==> src/uart_rx_macros.svh <==
`ifndef UART_RX_MACROS_SVH
`define UART_RX_MACROS_SVH

// Ticks per serial bit
`define RX_OVERSAMPLE 16

// Tick phases that take a sample, centred on the bit
`define RX_VOTE_PHASE_A 7
`define RX_VOTE_PHASE_B 8
`define RX_VOTE_PHASE_C 9

// Clocks per tick, indexed by baud select code (1.8432 MHz clock)
`define RX_DIV_0 96 // 1200 baud
`define RX_DIV_1 48 // 2400 baud
`define RX_DIV_2 24 // 4800 baud
`define RX_DIV_3 12 // 9600 baud
`define RX_DIV_4 6  // 19200 baud
`define RX_DIV_5 3  // 38400 baud
`define RX_DIV_6 2  // 57600 baud
`define RX_DIV_7 1  // 115200 baud

// Flops in front of the line sampler
`define RX_SYNC_STAGES 2

`endif

==> src/uart_rx_pkg.sv <==
`default_nettype none

package uart_rx_pkg;

    typedef logic [2:0] baud_sel_t;   // Baud rate code
    typedef logic [7:0] rx_byte_t;    // One data byte
    typedef logic [3:0] tick_phase_t; // Tick position inside a bit
    typedef logic [6:0] div_count_t;  // Baud divider count
    typedef logic [2:0] bit_index_t;  // Data bit number

    // Frame receiver states
    typedef enum logic [2:0] {
        RX_DISABLED,
        RX_IDLE,
        RX_START,
        RX_DATA,
        RX_PARITY,
        RX_STOP,
        RX_FERROR,
        RX_PERROR
    } rx_state_t;

endpackage

`default_nettype wire

==> src/rx_baud_timer.sv <==
`timescale 1ns/100ps
`default_nettype none
`include "uart_rx_macros.svh"

module rx_baud_timer (
    input  wire logic                  clk,
    input  wire logic                  reset,
    input  wire uart_rx_pkg::baud_sel_t baud_select,
    input  wire logic                  timer_run,
    output logic                       vote_strobe,
    output logic                       bit_end
);

    import uart_rx_pkg::*;

    div_count_t  divisor;  // Clocks per tick for the selected rate
    div_count_t  div_cnt;
    tick_phase_t phase;
    logic        tick;
    logic        vote_phase;

    always_comb begin
        case (baud_select)
            3'd0:    divisor = div_count_t'(`RX_DIV_0);
            3'd1:    divisor = div_count_t'(`RX_DIV_1);
            3'd2:    divisor = div_count_t'(`RX_DIV_2);
            3'd3:    divisor = div_count_t'(`RX_DIV_3);
            3'd4:    divisor = div_count_t'(`RX_DIV_4);
            3'd5:    divisor = div_count_t'(`RX_DIV_5);
            3'd6:    divisor = div_count_t'(`RX_DIV_6);
            default: divisor = div_count_t'(`RX_DIV_7);
        endcase
    end

    // Tick on the first clock of each tick period
    assign tick = timer_run && (div_cnt == '0);

    assign vote_phase = (phase == tick_phase_t'(`RX_VOTE_PHASE_A)) ||
                        (phase == tick_phase_t'(`RX_VOTE_PHASE_B)) ||
                        (phase == tick_phase_t'(`RX_VOTE_PHASE_C));

    always_ff @(posedge clk or posedge reset) begin
        if (reset) begin
            div_cnt     <= '0;
            phase       <= '0;
            vote_strobe <= 1'b0;
            bit_end     <= 1'b0;
        end else if (!timer_run) begin // Held at zero so the next run starts at phase 0
            div_cnt     <= '0;
            phase       <= '0;
            vote_strobe <= 1'b0;
            bit_end     <= 1'b0;
        end else begin
            if (div_cnt == divisor - div_count_t'(1))
                div_cnt <= '0;
            else
                div_cnt <= div_cnt + div_count_t'(1);

            if (tick)
                phase <= (phase == tick_phase_t'(`RX_OVERSAMPLE - 1)) ? '0 : phase + 1'b1;

            vote_strobe <= tick && vote_phase;
            bit_end     <= tick && (phase == tick_phase_t'(`RX_OVERSAMPLE - 1));
        end
    end

endmodule

`default_nettype wire

==> src/rx_bit_sampler.sv <==
`timescale 1ns/100ps
`default_nettype none
`include "uart_rx_macros.svh"

module rx_bit_sampler (
    input  wire logic clk,
    input  wire logic reset,
    input  wire logic rxd,
    input  wire logic vote_strobe,
    output logic      start_edge,
    output logic      bit_value,
    output logic      bit_stable,
    output logic      bit_ready
);

    logic [`RX_SYNC_STAGES-1:0] sync_q;
    logic                       rxd_s;
    logic                       rxd_last;
    logic [1:0]                 vote_cnt;  // Votes taken for the current bit
    logic [1:0]                 samples;   // First and second vote
    logic                       last_vote;

    assign rxd_s     = sync_q[`RX_SYNC_STAGES-1];
    assign last_vote = vote_strobe && (vote_cnt == 2'd2);

    always_ff @(posedge clk or posedge reset) begin
        if (reset) begin
            sync_q     <= '1;   // Idle line is high
            rxd_last   <= 1'b1;
            start_edge <= 1'b0;
            vote_cnt   <= '0;
            bit_ready  <= 1'b0;
        end else begin
            sync_q     <= {sync_q[`RX_SYNC_STAGES-2:0], rxd};
            rxd_last   <= rxd_s;
            start_edge <= rxd_last && !rxd_s; // Falling edge
            bit_ready  <= last_vote;
            if (vote_strobe)
                vote_cnt <= last_vote ? 2'd0 : vote_cnt + 2'd1;
        end
    end

    // Third vote is taken straight from the line
    always_ff @(posedge clk) begin
        if (vote_strobe && !last_vote)
            samples[vote_cnt[0]] <= rxd_s;
        if (last_vote) begin
            bit_value  <= (samples[0] & samples[1]) | (samples[0] & rxd_s) |
                          (samples[1] & rxd_s);
            bit_stable <= (samples[0] == samples[1]) && (samples[1] == rxd_s);
        end
    end

endmodule

`default_nettype wire

==> src/rx_frame_fsm.sv <==
`timescale 1ns/100ps
`default_nettype none

module rx_frame_fsm (
    input  wire logic clk,
    input  wire logic reset,
    input  wire logic rx_en,
    input  wire logic start_edge,
    input  wire logic bit_value,
    input  wire logic bit_stable,
    input  wire logic bit_ready,
    input  wire logic bit_end,
    input  wire logic parity_odd,
    output logic      timer_run,
    output logic      shift_en,
    output logic      clear,
    output logic      load_out,
    output logic      rx_valid,
    output logic      rx_ferror,
    output logic      rx_perror
);

    import uart_rx_pkg::*;

    rx_state_t  state;
    rx_state_t  next_state;
    bit_index_t bit_idx;   // Data bit being received

    always_comb begin
        next_state = state;
        if (!rx_en) begin
            next_state = RX_DISABLED;
        end else begin
            case (state)
                RX_DISABLED: begin
                    next_state = RX_IDLE;
                end
                RX_IDLE: begin
                    if (start_edge)
                        next_state = RX_START;
                end
                RX_START: begin
                    if (bit_ready && bit_value)
                        next_state = RX_IDLE;  // Line was high mid-bit so a glitch
                    else if (bit_end)
                        next_state = RX_DATA;
                end
                RX_DATA: begin
                    if (bit_ready && !bit_stable)
                        next_state = RX_FERROR;
                    else if (bit_end && (bit_idx == '1))
                        next_state = RX_PARITY;
                end
                RX_PARITY: begin
                    if (bit_ready) begin
                        if (!bit_stable)
                            next_state = RX_FERROR;
                        else if (bit_value != parity_odd) // Even parity
                            next_state = RX_PERROR;
                    end else if (bit_end) begin
                        next_state = RX_STOP;
                    end
                end
                RX_STOP: begin
                    // Decide at mid stop bit so the next start edge is not missed
                    if (bit_ready) begin
                        if (!bit_stable || !bit_value)
                            next_state = RX_FERROR;
                        else
                            next_state = RX_IDLE;
                    end
                end
                RX_FERROR, RX_PERROR: begin
                    next_state = state; // Locked until rx_en drops
                end
                default: begin
                    next_state = RX_DISABLED;
                end
            endcase
        end
    end

    // Strobes to the shift register
    assign shift_en = (state == RX_DATA) && bit_ready;
    assign clear    = (state == RX_IDLE) && (next_state == RX_START);
    assign load_out = (state == RX_STOP) && (next_state == RX_IDLE);

    always_ff @(posedge clk or posedge reset) begin
        if (reset) begin
            state     <= RX_DISABLED;
            bit_idx   <= '0;
            timer_run <= 1'b0;
            rx_valid  <= 1'b0;
            rx_ferror <= 1'b0;
            rx_perror <= 1'b0;
        end else begin
            state <= next_state;

            if (state != RX_DATA)
                bit_idx <= '0;
            else if (bit_end)
                bit_idx <= bit_idx + 1'b1;

            timer_run <= (next_state == RX_START) || (next_state == RX_DATA) ||
                         (next_state == RX_PARITY) || (next_state == RX_STOP);
            rx_valid  <= load_out;   // One cycle per good frame
            rx_ferror <= (next_state == RX_FERROR);
            rx_perror <= (next_state == RX_PERROR);
        end
    end

endmodule

`default_nettype wire

==> src/rx_shift_reg.sv <==
`timescale 1ns/100ps
`default_nettype none

module rx_shift_reg (
    input  wire logic           clk,
    input  wire logic           reset,
    input  wire logic           bit_value,
    input  wire logic           shift_en,
    input  wire logic           clear,
    input  wire logic           load_out,
    output logic                parity_odd,
    output uart_rx_pkg::rx_byte_t rx_data
);

    import uart_rx_pkg::*;

    rx_byte_t shift_q;   // Byte being assembled

    // LSB arrives first and ends up in bit 0
    always_ff @(posedge clk) begin
        if (shift_en)
            shift_q <= {bit_value, shift_q[$bits(rx_byte_t)-1:1]};
    end

    always_ff @(posedge clk or posedge reset) begin
        if (reset) begin
            parity_odd <= 1'b0;
            rx_data    <= '0;
        end else begin
            if (clear)
                parity_odd <= 1'b0;
            else if (shift_en)
                parity_odd <= parity_odd ^ bit_value;

            if (load_out)
                rx_data <= shift_q; // Held until the next good frame
        end
    end

endmodule

`default_nettype wire

==> src/uart_rx_top.sv <==
`timescale 1ns/100ps
`default_nettype none

module uart_rx_top (
    input  wire logic                   clk,
    input  wire logic                   reset,
    input  wire uart_rx_pkg::baud_sel_t baud_select,
    input  wire logic                   rx_en,
    input  wire logic                   rxd,
    output uart_rx_pkg::rx_byte_t       rx_data,
    output logic                        rx_valid,
    output logic                        rx_ferror,
    output logic                        rx_perror
);

    logic timer_run;
    logic vote_strobe;
    logic bit_end;
    logic start_edge;
    logic bit_value;
    logic bit_stable;
    logic bit_ready;
    logic shift_en;
    logic clear;
    logic load_out;
    logic parity_odd;

    rx_baud_timer timer0 (
        .clk         (clk),
        .reset       (reset),
        .baud_select (baud_select),
        .timer_run   (timer_run),
        .vote_strobe (vote_strobe),
        .bit_end     (bit_end)
    );

    rx_bit_sampler sampler0 (
        .clk         (clk),
        .reset       (reset),
        .rxd         (rxd),
        .vote_strobe (vote_strobe),
        .start_edge  (start_edge),
        .bit_value   (bit_value),
        .bit_stable  (bit_stable),
        .bit_ready   (bit_ready)
    );

    rx_frame_fsm fsm0 (
        .clk        (clk),
        .reset      (reset),
        .rx_en      (rx_en),
        .start_edge (start_edge),
        .bit_value  (bit_value),
        .bit_stable (bit_stable),
        .bit_ready  (bit_ready),
        .bit_end    (bit_end),
        .parity_odd (parity_odd),
        .timer_run  (timer_run),
        .shift_en   (shift_en),
        .clear      (clear),
        .load_out   (load_out),
        .rx_valid   (rx_valid),
        .rx_ferror  (rx_ferror),
        .rx_perror  (rx_perror)
    );

    rx_shift_reg shift0 (
        .clk        (clk),
        .reset      (reset),
        .bit_value  (bit_value),
        .shift_en   (shift_en),
        .clear      (clear),
        .load_out   (load_out),
        .parity_odd (parity_odd),
        .rx_data    (rx_data)
    );

endmodule

`default_nettype wire

==> config.mk <==
export PLATFORM = sky130hd
export DESIGN_NAME = uart_rx_top
export DESIGN_NICKNAME = d
export VERILOG_FILES = /design/src/uart_rx_pkg.sv /design/src/rx_baud_timer.sv /design/src/rx_bit_sampler.sv /design/src/rx_frame_fsm.sv /design/src/rx_shift_reg.sv /design/src/uart_rx_top.sv
export VERILOG_INCLUDE_DIRS = /design/src
export SDC_FILE = /design/constraint.sdc
export NUM_CORES = 1
export LEC_CHECK = 0
export ABC_AREA = 1
export BUFFER_PORTS_ARGS = -buffer_cell sky130_fd_sc_hd__buf_2
export CORE_MARGIN = 5
export CORE_UTILIZATION = 40
export CTS_BUF_LIST = sky130_fd_sc_hd__clkbuf_8
export CTS_CLUSTER_DIAMETER = 60
export DETAILED_ROUTE_END_ITERATION = 16
export GPL_TIMING_DRIVEN = 0
export PLACE_DENSITY_LB_ADDON = 0.2
export SLEW_MARGIN = 15
export SYNTH_ARGS = -nofsm -noshare
export SYNTH_HDL_FRONTEND = slang
export SYNTH_HIERARCHICAL = 1
export SYNTH_SLANG_ARGS = --single-unit
export TNS_END_PERCENT = 5
==> constraint.sdc <==
create_clock -name clk -period 2.04 [get_ports clk]
set_clock_uncertainty 0.15 [all_clocks]
set_input_delay 0.204 -clock clk [delete_from_list [all_inputs] [get_ports clk]]
set_output_delay 0.204 -clock clk [all_outputs]
set_load 0.01 [all_outputs]
==> run metrics, run 1 <==
Leak Pwr 1.47 nW; count of final hold-check violations 0; maximum VDD drop 0.288 mV; first-pass GRT wire length 8170 microns; # diodes 0; Area Overhead vs Synth 14.9%; Die W 89.7 microns; most common cell after layout, fill and taps aside nand2_1; Slew @ Worst Pin 0.495 ns; pwr dens 617 nW/um^2; sequential share of the synthesized area 52.7%; crit end category flop; CP Launch Type flop; DP Cell Count 399; clock slew at reported path FFs 0.10 ns; final instance area 2920 sq um; leading cell types in the layout, fill and taps excluded nand2_1, inv_1, nor2_1; slew margin rel. 67.0%; DRT Wirelength 4470 microns; Post-Layout Cell Count 415; number of routed nets with antenna violations 0; TritonRoute pass-1 iters 4; synth warn 6; unrepaired setup endpoints after global routing true; Period minus WS final 1.92 ns; mean post-synth cell area 8.31 sq um; share of layout cells above drive strength 1 16.6%; status completed; Max Slew Vio Count 0; clock root cell clkbuf_8; input/output buffers 16; DRC violations left 0; Die Y 89.7 microns; Max H-tree Level 2; largest net degree at the start of global routing 19; clk sink count 51; Overflow after GRT 0; Gate Count Post-Synth 306; die footprint 8050 sq um; Psw 0.450 mW; utilization after layout 46.6%; count of cell types in the netlist 25; TritonCTS clock tree yes; Tot GR Track Use 12.0%; routed len/inst 10.8 microns; total power 1.80 mW; starting density of the core 40.5%; critical path data arrival time 1.97 ns; Post-Syn Area 2540 sq um; Final GP Congestion 0.825; CP Max Fanout 5; placed cell areas 2720 sq um; ys async rst share 76.5%; final net count 354; total of max-cap violations 0; CTS Buf Count 5; core area 6280 sq um; Clk pwr share 33.4%; initial antenna violation count 0; final setup fails 0; prevailing post-synth register cell dfrtp_1; vias in the first global route 1818; Sw Share 25.0%; register bit total from synthesis 51; boundary pin count 18; Setup Crit Path Kind flop to flop; Comb power frac 7.3%; number of synthesized flops with an enable pin 12; DR vias 1918; vias per cell 4.62; Max Clk Rate 521 MHz; Initial DRC Count 100; Syn Nets 323; sequential cell fraction of total power 59.2%; filler instances 624; Int Power 1.35 mW; DP HPWL 3310 microns; critical path required time 2.09 ns; Rows 29; Worst-Skew Late Latency 0.31 ns; class of the worst hold path input port to flop; Period Utilization, post-route 94.1%; clk buf depth 2
## power groups by stage
| stage | combinational, mW | clock [mW] | sequential (mW) |
|---|---|---|---|
| final | 0.132 | 0.603 | 1.07 |
| after global routing | 0.159 | 0.674 | 1.07 |
| after CTS | 0.130 | 0.637 | 1.07 |
| after detailed placement | 0.125 | 0 | 1.09 |
| after global placement | 0.123 | 0 | 1.09 |
| after floorplan | 0.0944 | 0 | 1.08 |
## worst max-delay path, cell delays in order, from the launching register on
cell     delay, ns
dfrtp_1       0.38
ha_2          0.17
ha_1          0.14
nand2_2       0.07
inv_1         0.06
nand2_1       0.05
nand3_1       0.06
nand2_1       0.06
inv_2         0.05
nand2_2       0.06
nand2_4       0.08
nand2_4       0.06
nor2_4        0.19
buf_4         0.15
o21ai_0       0.08
## final cells by class
class | instances | area (sq um) | area share [%]
plain buffers | 4 | 31.3 | 1.07
clock buffers | 5 | 68.8 | 2.35
clock inverters | 3 | 26.3 | 0.899
inverters | 57 | 214 | 7.32
multi-input cells | 194 | 997 | 34.1
flip-flops and latches | 51 | 1340 | 45.8
well taps | 77 | 96.3 | 3.30
repair buffers | 24 | 149 | 5.09
## flip-flops by register name, indices dropped and copies added, names as in the netlist
| name | cells |
|---|---|
| fsm0/state | 3 |
| sampler0/bit_ready | 1 |
| timer0/div_cnt | 7 |
| sampler0/sync_q | 2 |
| sampler0/start_edge | 1 |
| shift0/shift_q | 8 |
| sampler0/bit_value | 1 |
| timer0/vote_strobe | 1 |
| sampler0/samples | 2 |
| timer0/bit_end | 1 |
| sampler0/vote_cnt | 2 |
| shift0/rx_data | 8 |
| fsm0/timer_run | 1 |
| fsm0/rx_valid | 1 |
| sampler0/bit_stable | 1 |
| shift0/parity_odd | 1 |
| fsm0/bit_idx | 3 |
| sampler0/rxd_last | 1 |
| timer0/phase | 4 |
| fsm0/rx_perror | 1 |
| fsm0/rx_ferror | 1 |
## cell families after synthesis
| group | share of synthesized area (%) |
|---|---|
| simple gates | 25.6 |
| buf+inv | 9.64 |
| flops | 52.7 |
| compound gates | 4.77 |
| fa+ha+maj | 4.92 |
| xor+xnor | 2.41 |
## Yosys cell counts (4+ instances only)
master,instances,area [sq um]
nand2_1,76,285
inv_1,54,203
nor2_1,39,146
dfrtp_1,36,901
nand3_1,24,120
o21ai_0,14,70.1
edfxtp_1,12,360
ha_1,10,125
nand2_2,5,31.3
nor3_1,5,25.0
a31oi_1,4,25.0
xnor2_1,4,35.0
## path summary, 6_finish.rpt
check	from	end	slack (ns)	cells after the start
max in group asynchronous	reset	timer0/div_cnt[0]$_DFF_PP0_	1.07	3
worst min register to register	sampler0/sync_q[0]$_DFF_PP1_	sampler0/sync_q[1]$_DFF_PP1_	0.21	0
worst max-delay path	fsm0/bit_idx[0]$_DFFE_PP0P_	shift0/rx_data[4]$_DFFE_PP0P_	0.12	14
worst min-delay path	rx_en	fsm0/state[1]$_DFF_PP0_	0.04	3
worst max register to register	fsm0/bit_idx[0]$_DFFE_PP0P_	shift0/rx_data[4]$_DFFE_PP0P_	0.12	14
min in group asynchronous	reset	sampler0/bit_ready$_DFF_PP0_	0.25	3
## routing by layer
layer	share of wire, %	track usage [%]	up-vias
li1	-	-	1011
met1	48	15.9	873
met2	47	19.2	32
met3	4.0	2.92	2
met4	0.58	3.78	0
met5	0	0	-
## repair_timing
action	in CTS	in global routing
hold buffers	2	0
pin swaps	1	2
setup endpoints to repair	18	9
gates cloned	0	1
buffers inserted	0	5
resized for setup	6	12
endpoints found under the hold margin	40	0
## stage by stage
step	TNS, ns	hold WS [ns]	setup WS [ns]
finish	0	0.0449	0.120
global route	-0.0476	0.0448	-0.0236
CTS	0	0.0111	0.0162
detailed placement	-2.72	0.0261	-0.303
global placement	-2.20	0.0348	-0.256
floorplan	0	-0.145	0.138
(Power assumes the default switching activity.)
==> inputs of run 2 (changes only) <==
--- a/config.mk
+++ b/config.mk
@@ -6,7 +6,6 @@
 export SDC_FILE = /design/constraint.sdc
 export NUM_CORES = 1
 export LEC_CHECK = 0
-export ABC_AREA = 1
 export BUFFER_PORTS_ARGS = -buffer_cell sky130_fd_sc_hd__buf_2
 export CORE_MARGIN = 5
 export CORE_UTILIZATION = 40
@@ -15,6 +14,8 @@
 export DETAILED_ROUTE_END_ITERATION = 16
 export GPL_TIMING_DRIVEN = 0
 export PLACE_DENSITY_LB_ADDON = 0.2
+export REMOVE_ABC_BUFFERS = 1
+export SKIP_LAST_GASP = 1
 export SLEW_MARGIN = 15
 export SYNTH_ARGS = -nofsm -noshare
 export SYNTH_HDL_FRONTEND = slang
==> run 2 against run 1 <==
Net effect: the flow now finishes with violations (negative setup slack); cell area grew 2.9%; critical path depth shrank 8; flip-flop and latch count is the same; critical path type unchanged.
==> run metrics, run 2 <==
ys async rst share 76.5% (unchanged); top flop regs shift0/rx_data x8, shift0/shift_q x8, timer0/div_cnt x7 (unchanged); count of final hold-check violations 0 (unchanged); CTS Buf Count 5 (unchanged); Max Slew Vio Count 0 (unchanged); M3 GR Usage 2.75% (was 2.92%); slew margin rel. 45.2% (was 67.0%); Rows 29 (unchanged); Setup Crit Path Kind flop to flop (unchanged); Int Power 1.38 mW (was 1.35 mW); TritonCTS clock tree yes (unchanged); DRT Wirelength 4690 microns (was 4470 microns); failing checks negative setup slack; most common cell after layout, fill and taps aside dfrtp_1 (was nand2_1); Yosys top cell area share 34.4% (was 35.4%); Leak Pwr 1.27 nW (was 1.47 nW); maximum VDD drop 0.307 mV (was 0.288 mV); count of cell types in the netlist 58 (was 25); Worst-Skew Late Latency 0.30 ns (was 0.31 ns); vias in the first global route 1690 (was 1818); initial antenna violation count 0 (unchanged); Max Clk Rate 456 MHz (was 521 MHz); Slew @ Worst Pin 0.819 ns (was 0.495 ns); placed cell areas 2760 sq um (was 2720 sq um); clock slew at reported path FFs 0.09 ns (was 0.10 ns); CP Max Fanout 7 (was 5); Die Y 90.9 microns (was 89.7 microns); top-count cell post-synth dfrtp_1 (was nand2_1); # diodes 0 (unchanged); CP peak stage delay 0.49 ns (was 0.38 ns); Period minus WS final 2.19 ns (was 1.92 ns); status finished with violations (was completed); total power 1.81 mW (was 1.80 mW); critical path required time 2.09 ns (about the same); sequential cell fraction of total power 60.1% (was 59.2%); core area 6350 sq um (was 6280 sq um); largest net degree at the start of global routing 17 (was 19); filler instances 578 (was 624); mean post-synth cell area 11.7 sq um (was 8.31 sq um); sequential share of the synthesized area 51.2% (was 52.7%); clock root cell clkbuf_8 (unchanged); Comb power frac 9.0% (was 7.3%); Hold Path Depth 2 (was 3); synth warn 6 (unchanged); number of synthesized flops with an enable pin 12 (unchanged); worst reg-to-reg path cell count 6 (was 14); Worst R2R End shift0/rx_data[1]$_DFFE_PP0P_ (was shift0/rx_data[4]$_DFFE_PP0P_); class of the worst hold path input port to flop (unchanged); commonest cells in the netlist dfrtp_1, nand2_1, inv_1 (was nand2_1, inv_1, nor2_1); first-pass GRT wire length 7910 microns (was 8170 microns); gr busiest metal met2 (unchanged); vias per cell 5.28 (was 4.62); slowest CP cell dfrtp_1 (unchanged); leading cell types in the layout, fill and taps excluded dfrtp_1, buf_2, nand2_1 (was nand2_1, inv_1, nor2_1); share of layout cells above drive strength 1 27.5% (was 16.6%); Area Overhead vs Synth 15.0% (was 14.9%); DP HPWL 3240 microns (was 3310 microns); crit end category flop (unchanged); Gate Count Post-Synth 224 (was 306); Max H-tree Level 2 (unchanged); Psw 0.437 mW (was 0.450 mW); Tot GR Track Use 11.4% (was 12.0%); Clk pwr share 30.9% (was 33.4%); area taken by multi-input logic gates 1250 sq um (was 997 sq um); clk sink count 51 (unchanged); CP Launch Type flop (unchanged); die footprint 8260 sq um (was 8050 sq um); total of max-cap violations 0 (unchanged); Final WS setup -0.154 ns (was 0.120 ns); final setup fails 10 (was 0); TritonRoute pass-1 iters 4 (unchanged); Final GP Congestion 0.760 (was 0.825); Period Utilization, post-route 108% (was 94.1%); prevailing post-synth register cell dfrtp_1 (unchanged); cell accounting for the most synthesized area dfrtp_1 (unchanged); Reg area 1350 sq um (was 1340 sq um); boundary pin count 18 (unchanged); Hold Path End fsm0/state[1]$_DFF_PP0_ (unchanged); top post-synthesis cells by area dfrtp_1, edfxtp_1, mux2_4, ha_1, dfstp_2 (was dfrtp_1, edfxtp_1, nand2_1, inv_1, nor2_1); unrepaired setup endpoints after global routing true (unchanged); final instance area 3010 sq um (was 2920 sq um); Initial DRC Count 139 (was 100); Die W 90.9 microns (was 89.7 microns); DRC violations left 0 (unchanged); FF-to-FF Start timer0/bit_end$_DFF_PP0_ (was fsm0/bit_idx[0]$_DFFE_PP0P_); starting density of the core 41.2% (was 40.5%); input/output buffers 17 (was 16); final net count 267 (was 354); DR vias 1733 (was 1918); Sw Share 24.1% (was 25.0%); register bit total from synthesis 51 (unchanged); routed len/inst 14.3 microns (was 10.8 microns); utilization after layout 47.4% (was 46.6%); Post-Syn Area 2620 sq um (was 2540 sq um); hold_sp rx_en (unchanged); reg-to-reg setup timing slack -0.15 ns (was 0.12 ns); clk buf depth 2 (unchanged); met1 usage 16.0% (was 15.9%); ordered cell list for the critical path a211oi_1 -> a221oi_4 -> o31ai_4 -> nor4_4 -> buf_4 -> mux2_4 (was ha_2 -> ha_1 -> nand2_2 -> inv_1 -> nand2_1 -> nand3_1 -> nand2_1 -> inv_2 -> nand2_2 -> nand2_4 -> nand2_4 -> nor2_4 -> buf_4 -> o21ai_0); critical path data arrival time 2.24 ns (was 1.97 ns); M2 GR Usage 18.0% (was 19.2%); pwr dens 603 nW/um^2 (was 617 nW/um^2); number of routed nets with antenna violations 0 (unchanged); Overflow after GRT 0 (unchanged)
-- run 2: routing by layer --
metal	part of all wire, %	routed length (microns)	vias up
met5	0	0	-
met4	0.75	35	0
met3	3.1	145	4
met2	46	2150	19
met1	50	2350	856
li1	-	-	854
-- run 2: final cells by class --
| type | count | area share (%) |
|---|---|---|
| Multi-Input combinational cell | 151 | 41.7 |
| Clock buffer | 5 | 2.29 |
| Clock inverter | 3 | 0.666 |
| Sequential cell | 51 | 44.7 |
| Timing Repair Buffer | 27 | 5.62 |
| Tap cell | 77 | 3.20 |
| Inverter | 14 | 1.83 |
-- run 2: stage by stage --
stage | setup TNS, ns | hold WS [ns] | worst slack, ns | instances
after floorplan | -10.19 | -0.145 | -1.16 | 216
after global placement | -15.22 | 0.0276 | -1.71 | 310
after detailed placement | -5.94 | 0.0305 | -0.790 | 311
after CTS | -0.975 | 0.0940 | -0.116 | 328
after global routing | -2.35 | 0.101 | -0.256 | 328
final | -1.33 | 0.112 | -0.154 | 328
-- run 2: worst max-delay path: cells and delay by family, from the launching register on --
family | cells | cell delay [ns]
AND/OR/NAND/NOR | 1 | 0.07
multiplexers | 1 | 0.29
AO/OA/AOI/OAI | 3 | 0.92
flip-flops | 1 | 0.49
buffers and inverters | 1 | 0.17
-- run 2: logic make-up after synthesis --
kind of cell	after synthesis	synth area share [%]
fa+ha+maj	10	4.78
xor+xnor	10	3.35
compound gates	43	12.7
mux	13	6.70
buf+inv	22	3.83
flops	51	51.2
simple gates	75	17.5
-- run 2: what timing repair did --
item,in CTS,in global routing
setup buffers,7,0
hold buffers,2,0
gates resized for setup,17,2
setup endpoints to repair,12,13
pin swaps,8,1
hold endpoints to repair,40,0
-- run 2: worst max-delay path by stage --
stage	start	to	slack (ns)	cells after the start
floorplan	sampler0/bit_value$_DFFE_PP_	shift0/rx_data[0]$_DFFE_PP0P_	-1.16	6
global placement	sampler0/bit_value$_DFFE_PP_	shift0/rx_data[7]$_DFFE_PP0P_	-1.71	6
detailed placement	sampler0/bit_value$_DFFE_PP_	shift0/rx_data[7]$_DFFE_PP0P_	-0.79	7
CTS	sampler0/bit_value$_DFFE_PP_	shift0/rx_data[1]$_DFFE_PP0P_	-0.12	7
global route	fsm0/state[0]$_DFF_PP0_	shift0/rx_data[2]$_DFFE_PP0P_	-0.26	6
finish	timer0/bit_end$_DFF_PP0_	shift0/rx_data[1]$_DFFE_PP0P_	-0.15	6
-- run 2: power groups by stage --
stage          sequential (mW)  combinational, mW  clock [mW]
6_report                  1.09              0.164       0.561
5_1_grt                   1.10              0.180       0.640
4_1_cts                   1.09              0.160       0.592
3_5_place_dp              1.11              0.143           0
3_3_place_gp              1.11              0.142           0
2_1_floorplan             1.10              0.109           0
==> inputs of run 3 (changes only) <==
--- a/config.mk
+++ b/config.mk
@@ -8,11 +8,12 @@
 export LEC_CHECK = 0
 export BUFFER_PORTS_ARGS = -buffer_cell sky130_fd_sc_hd__buf_2
 export CORE_MARGIN = 5
-export CORE_UTILIZATION = 40
+export CORE_UTILIZATION = 56
 export CTS_BUF_LIST = sky130_fd_sc_hd__clkbuf_8
 export CTS_CLUSTER_DIAMETER = 60
 export DETAILED_ROUTE_END_ITERATION = 16
 export GPL_TIMING_DRIVEN = 0
+export MAX_ROUTING_LAYER = met4
 export PLACE_DENSITY_LB_ADDON = 0.2
 export REMOVE_ABC_BUFFERS = 1
 export SKIP_LAST_GASP = 1
==> run 3 against run 2 <==
Net effect: the run still ends with negative setup slack left; sequential power hardly changed; via count is 3.1% higher; power rose by 14%; non-clock buffer count grew 2; global-route usage up 6.3 points; combinational power grew 2%; worst setup slack worse by 0.035 ns; die area is 26% lower; worst hold slack improved by 0.0022 ns; highest routed layer unchanged.
==> run metrics, run 3 (synthesis gave the netlist of run 2 again) <==
status finished with violations (unchanged); failing checks negative setup slack (unchanged); DRC violations left 0 (unchanged); slew margin rel. 42.1% (was 45.2%); DRT Wirelength 5050 microns (was 4690 microns); Die Y 78.4 microns (was 90.9 microns); critical path required time 2.08 ns (was 2.09 ns); total of max-cap violations 0 (unchanged); Period minus WS final 2.23 ns (was 2.19 ns); DP HPWL 3210 microns (was 3240 microns); slowest CP cell dfrtp_1 (unchanged); share of layout cells above drive strength 1 28.9% (was 27.5%); top flop regs shift0/rx_data x8, shift0/shift_q x8, timer0/div_cnt x7 (unchanged); Place WS -0.832 ns (was -0.790 ns); final setup fails 10 (unchanged); CP Launch Type flop (unchanged); Tot GR Track Use 17.8% (was 11.4%); first-pass GRT wire length 8490 microns (was 7910 microns); number of routed nets with antenna violations 0 (unchanged); leading cell types in the layout, fill and taps excluded dfrtp_1, buf_2, nand2_1 (unchanged); Slew @ Worst Pin 0.866 ns (was 0.819 ns); initial antenna violation count 0 (unchanged); Die W 78.4 microns (was 90.9 microns); clk buf depth 2 (unchanged); final net count 269 (was 267); CTS Buf Count 5 (unchanged); Area Overhead vs Synth 16.4% (was 15.0%); Max H-tree Level 2 (unchanged); pwr dens 679 nW/um^2 (was 603 nW/um^2); TritonCTS clock tree yes (unchanged); final instance area 3040 sq um (was 3010 sq um); crit end category flop (unchanged); most common cell after layout, fill and taps aside dfrtp_1 (unchanged); # diodes 0 (unchanged); Final WS setup -0.189 ns (was -0.154 ns); utilization after layout 68.5% (was 47.4%); starting density of the core 58.9% (was 41.2%); DP Cell Count 286 (was 311); Rows 24 (was 29); vias per cell 5.86 (was 5.28); CP peak stage delay 0.41 ns (was 0.49 ns); class of the worst hold path input port to flop (unchanged); Period Utilization, post-route 109% (was 108%); maximum VDD drop 0.412 mV (was 0.307 mV); Final GP Congestion 0.839 (was 0.760); unrepaired setup endpoints after global routing true (unchanged); core area 4440 sq um (was 6350 sq um); Max Clk Rate 449 MHz (was 456 MHz); DR vias 1786 (was 1733); clock slew at reported path FFs 0.09 ns (about the same); Overflow after GRT 0 (unchanged); Worst-Skew Late Latency 0.30 ns (about the same); Hold WS 0.114 ns (was 0.112 ns); routed len/inst 16.5 microns (was 14.3 microns); Leak Pwr 1.31 nW (was 1.27 nW); count of final hold-check violations 0 (unchanged); ordered cell list for the critical path ha_2 -> ha_2 -> nand2_2 -> nand2_2 -> a31oi_4 -> o31ai_4 -> nor4_4 -> buf_4 -> mux2_4 (was a211oi_1 -> a221oi_4 -> o31ai_4 -> nor4_4 -> buf_4 -> mux2_4); CP Max Fanout 4 (was 7); largest net degree at the start of global routing 17 (unchanged); input/output buffers 17 (unchanged); die footprint 6140 sq um (was 8260 sq um); Post-Layout Cell Count 305 (was 328); Max Slew Vio Count 0 (unchanged); vias in the first global route 1794 (was 1690); Initial DRC Count 134 (was 139); clk sink count 51 (unchanged); clock root cell clkbuf_8 (unchanged); boundary pin count 18 (unchanged); placed cell areas 2730 sq um (was 2760 sq um); Setup Crit Path Kind flop to flop (unchanged); TritonRoute pass-1 iters 4 (unchanged); critical path data arrival time 2.27 ns (was 2.24 ns)
run 3: cell count changes in the layout (fill, tap and decap cells not counted), sizes merged:
| cell | delta |
|---|---|
| buf | +2 |
| bufinv | +2 |
| clkinv | -2 |
run 3: layout make-up:
class	instances	area, sq um
clock buffers	5	68.8
clock inverters	3	67.6
fillers	330	1400
inverters	14	55.1
multi-input cells	151	1260
flip-flops and latches	51	1350
well taps	52	65.1
repair buffers	29	184
run 3: final timing paths:
| check | endpoint | slack [ns] | start | depth (start not counted) |
|---|---|---|---|---|
| setup / recovery | shift0/rx_data[0]$_DFFE_PP0P_ | -0.19 | fsm0/bit_idx[0]$_DFFE_PP0P_ | 9 |
| hold / removal | fsm0/state[1]$_DFF_PP0_ | 0.11 | rx_en | 2 |
| setup reg to reg | shift0/rx_data[0]$_DFFE_PP0P_ | -0.19 | fsm0/bit_idx[0]$_DFFE_PP0P_ | 9 |
| hold reg to reg | sampler0/sync_q[1]$_DFF_PP1_ | 0.21 | sampler0/sync_q[0]$_DFF_PP1_ | 0 |
| max in group asynchronous | timer0/div_cnt[6]$_DFF_PP0_ | 1.05 | reset | 3 |
| min in group asynchronous | sampler0/start_edge$_DFF_PP0_ | 0.28 | reset | 3 |
run 3: metal layers:
layer | part of all wire [%] | GRT usage, % | vias up
met3 | 3.6 | 3.20 | 13
met5 | 0 | - | -
li1 | - | - | 857
met2 | 51 | 29.7 | 41
met4 | 2.4 | 6.12 | 0
met1 | 43 | 21.9 | 875
run 3: per-stage QoR:
step,TNS [ns],power [mW]
2_1_floorplan,-10.19,1.21
3_3_place_gp,-14.68,1.24
3_5_place_dp,-6.05,1.25
4_1_cts,-0.954,2.08
5_1_grt,-2.66,2.15
6_report,-1.52,2.07
run 3: report_power, final:
part           internal [mW]  switching, mW
Combinational         0.0783         0.0895
Clock                  0.489          0.318
Sequential              1.06         0.0314
run 3: critical path, delay by kind of cell, from the launching register on:
family | cells | cell delay [ns]
buf+inv | 1 | 0.21
mux | 1 | 0.30
fa+ha+maj | 2 | 0.36
simple gates | 3 | 0.37
flops | 1 | 0.41
compound gates | 2 | 0.32
run 3: timing repair:
action,4_1_cts,5_1_grt
gates resized for setup,17,4
hold buffers,2,0
endpoints found under the hold margin,40,0
setup buffers,9,0
pin swaps,6,2
endpoints found under the setup margin,11,19
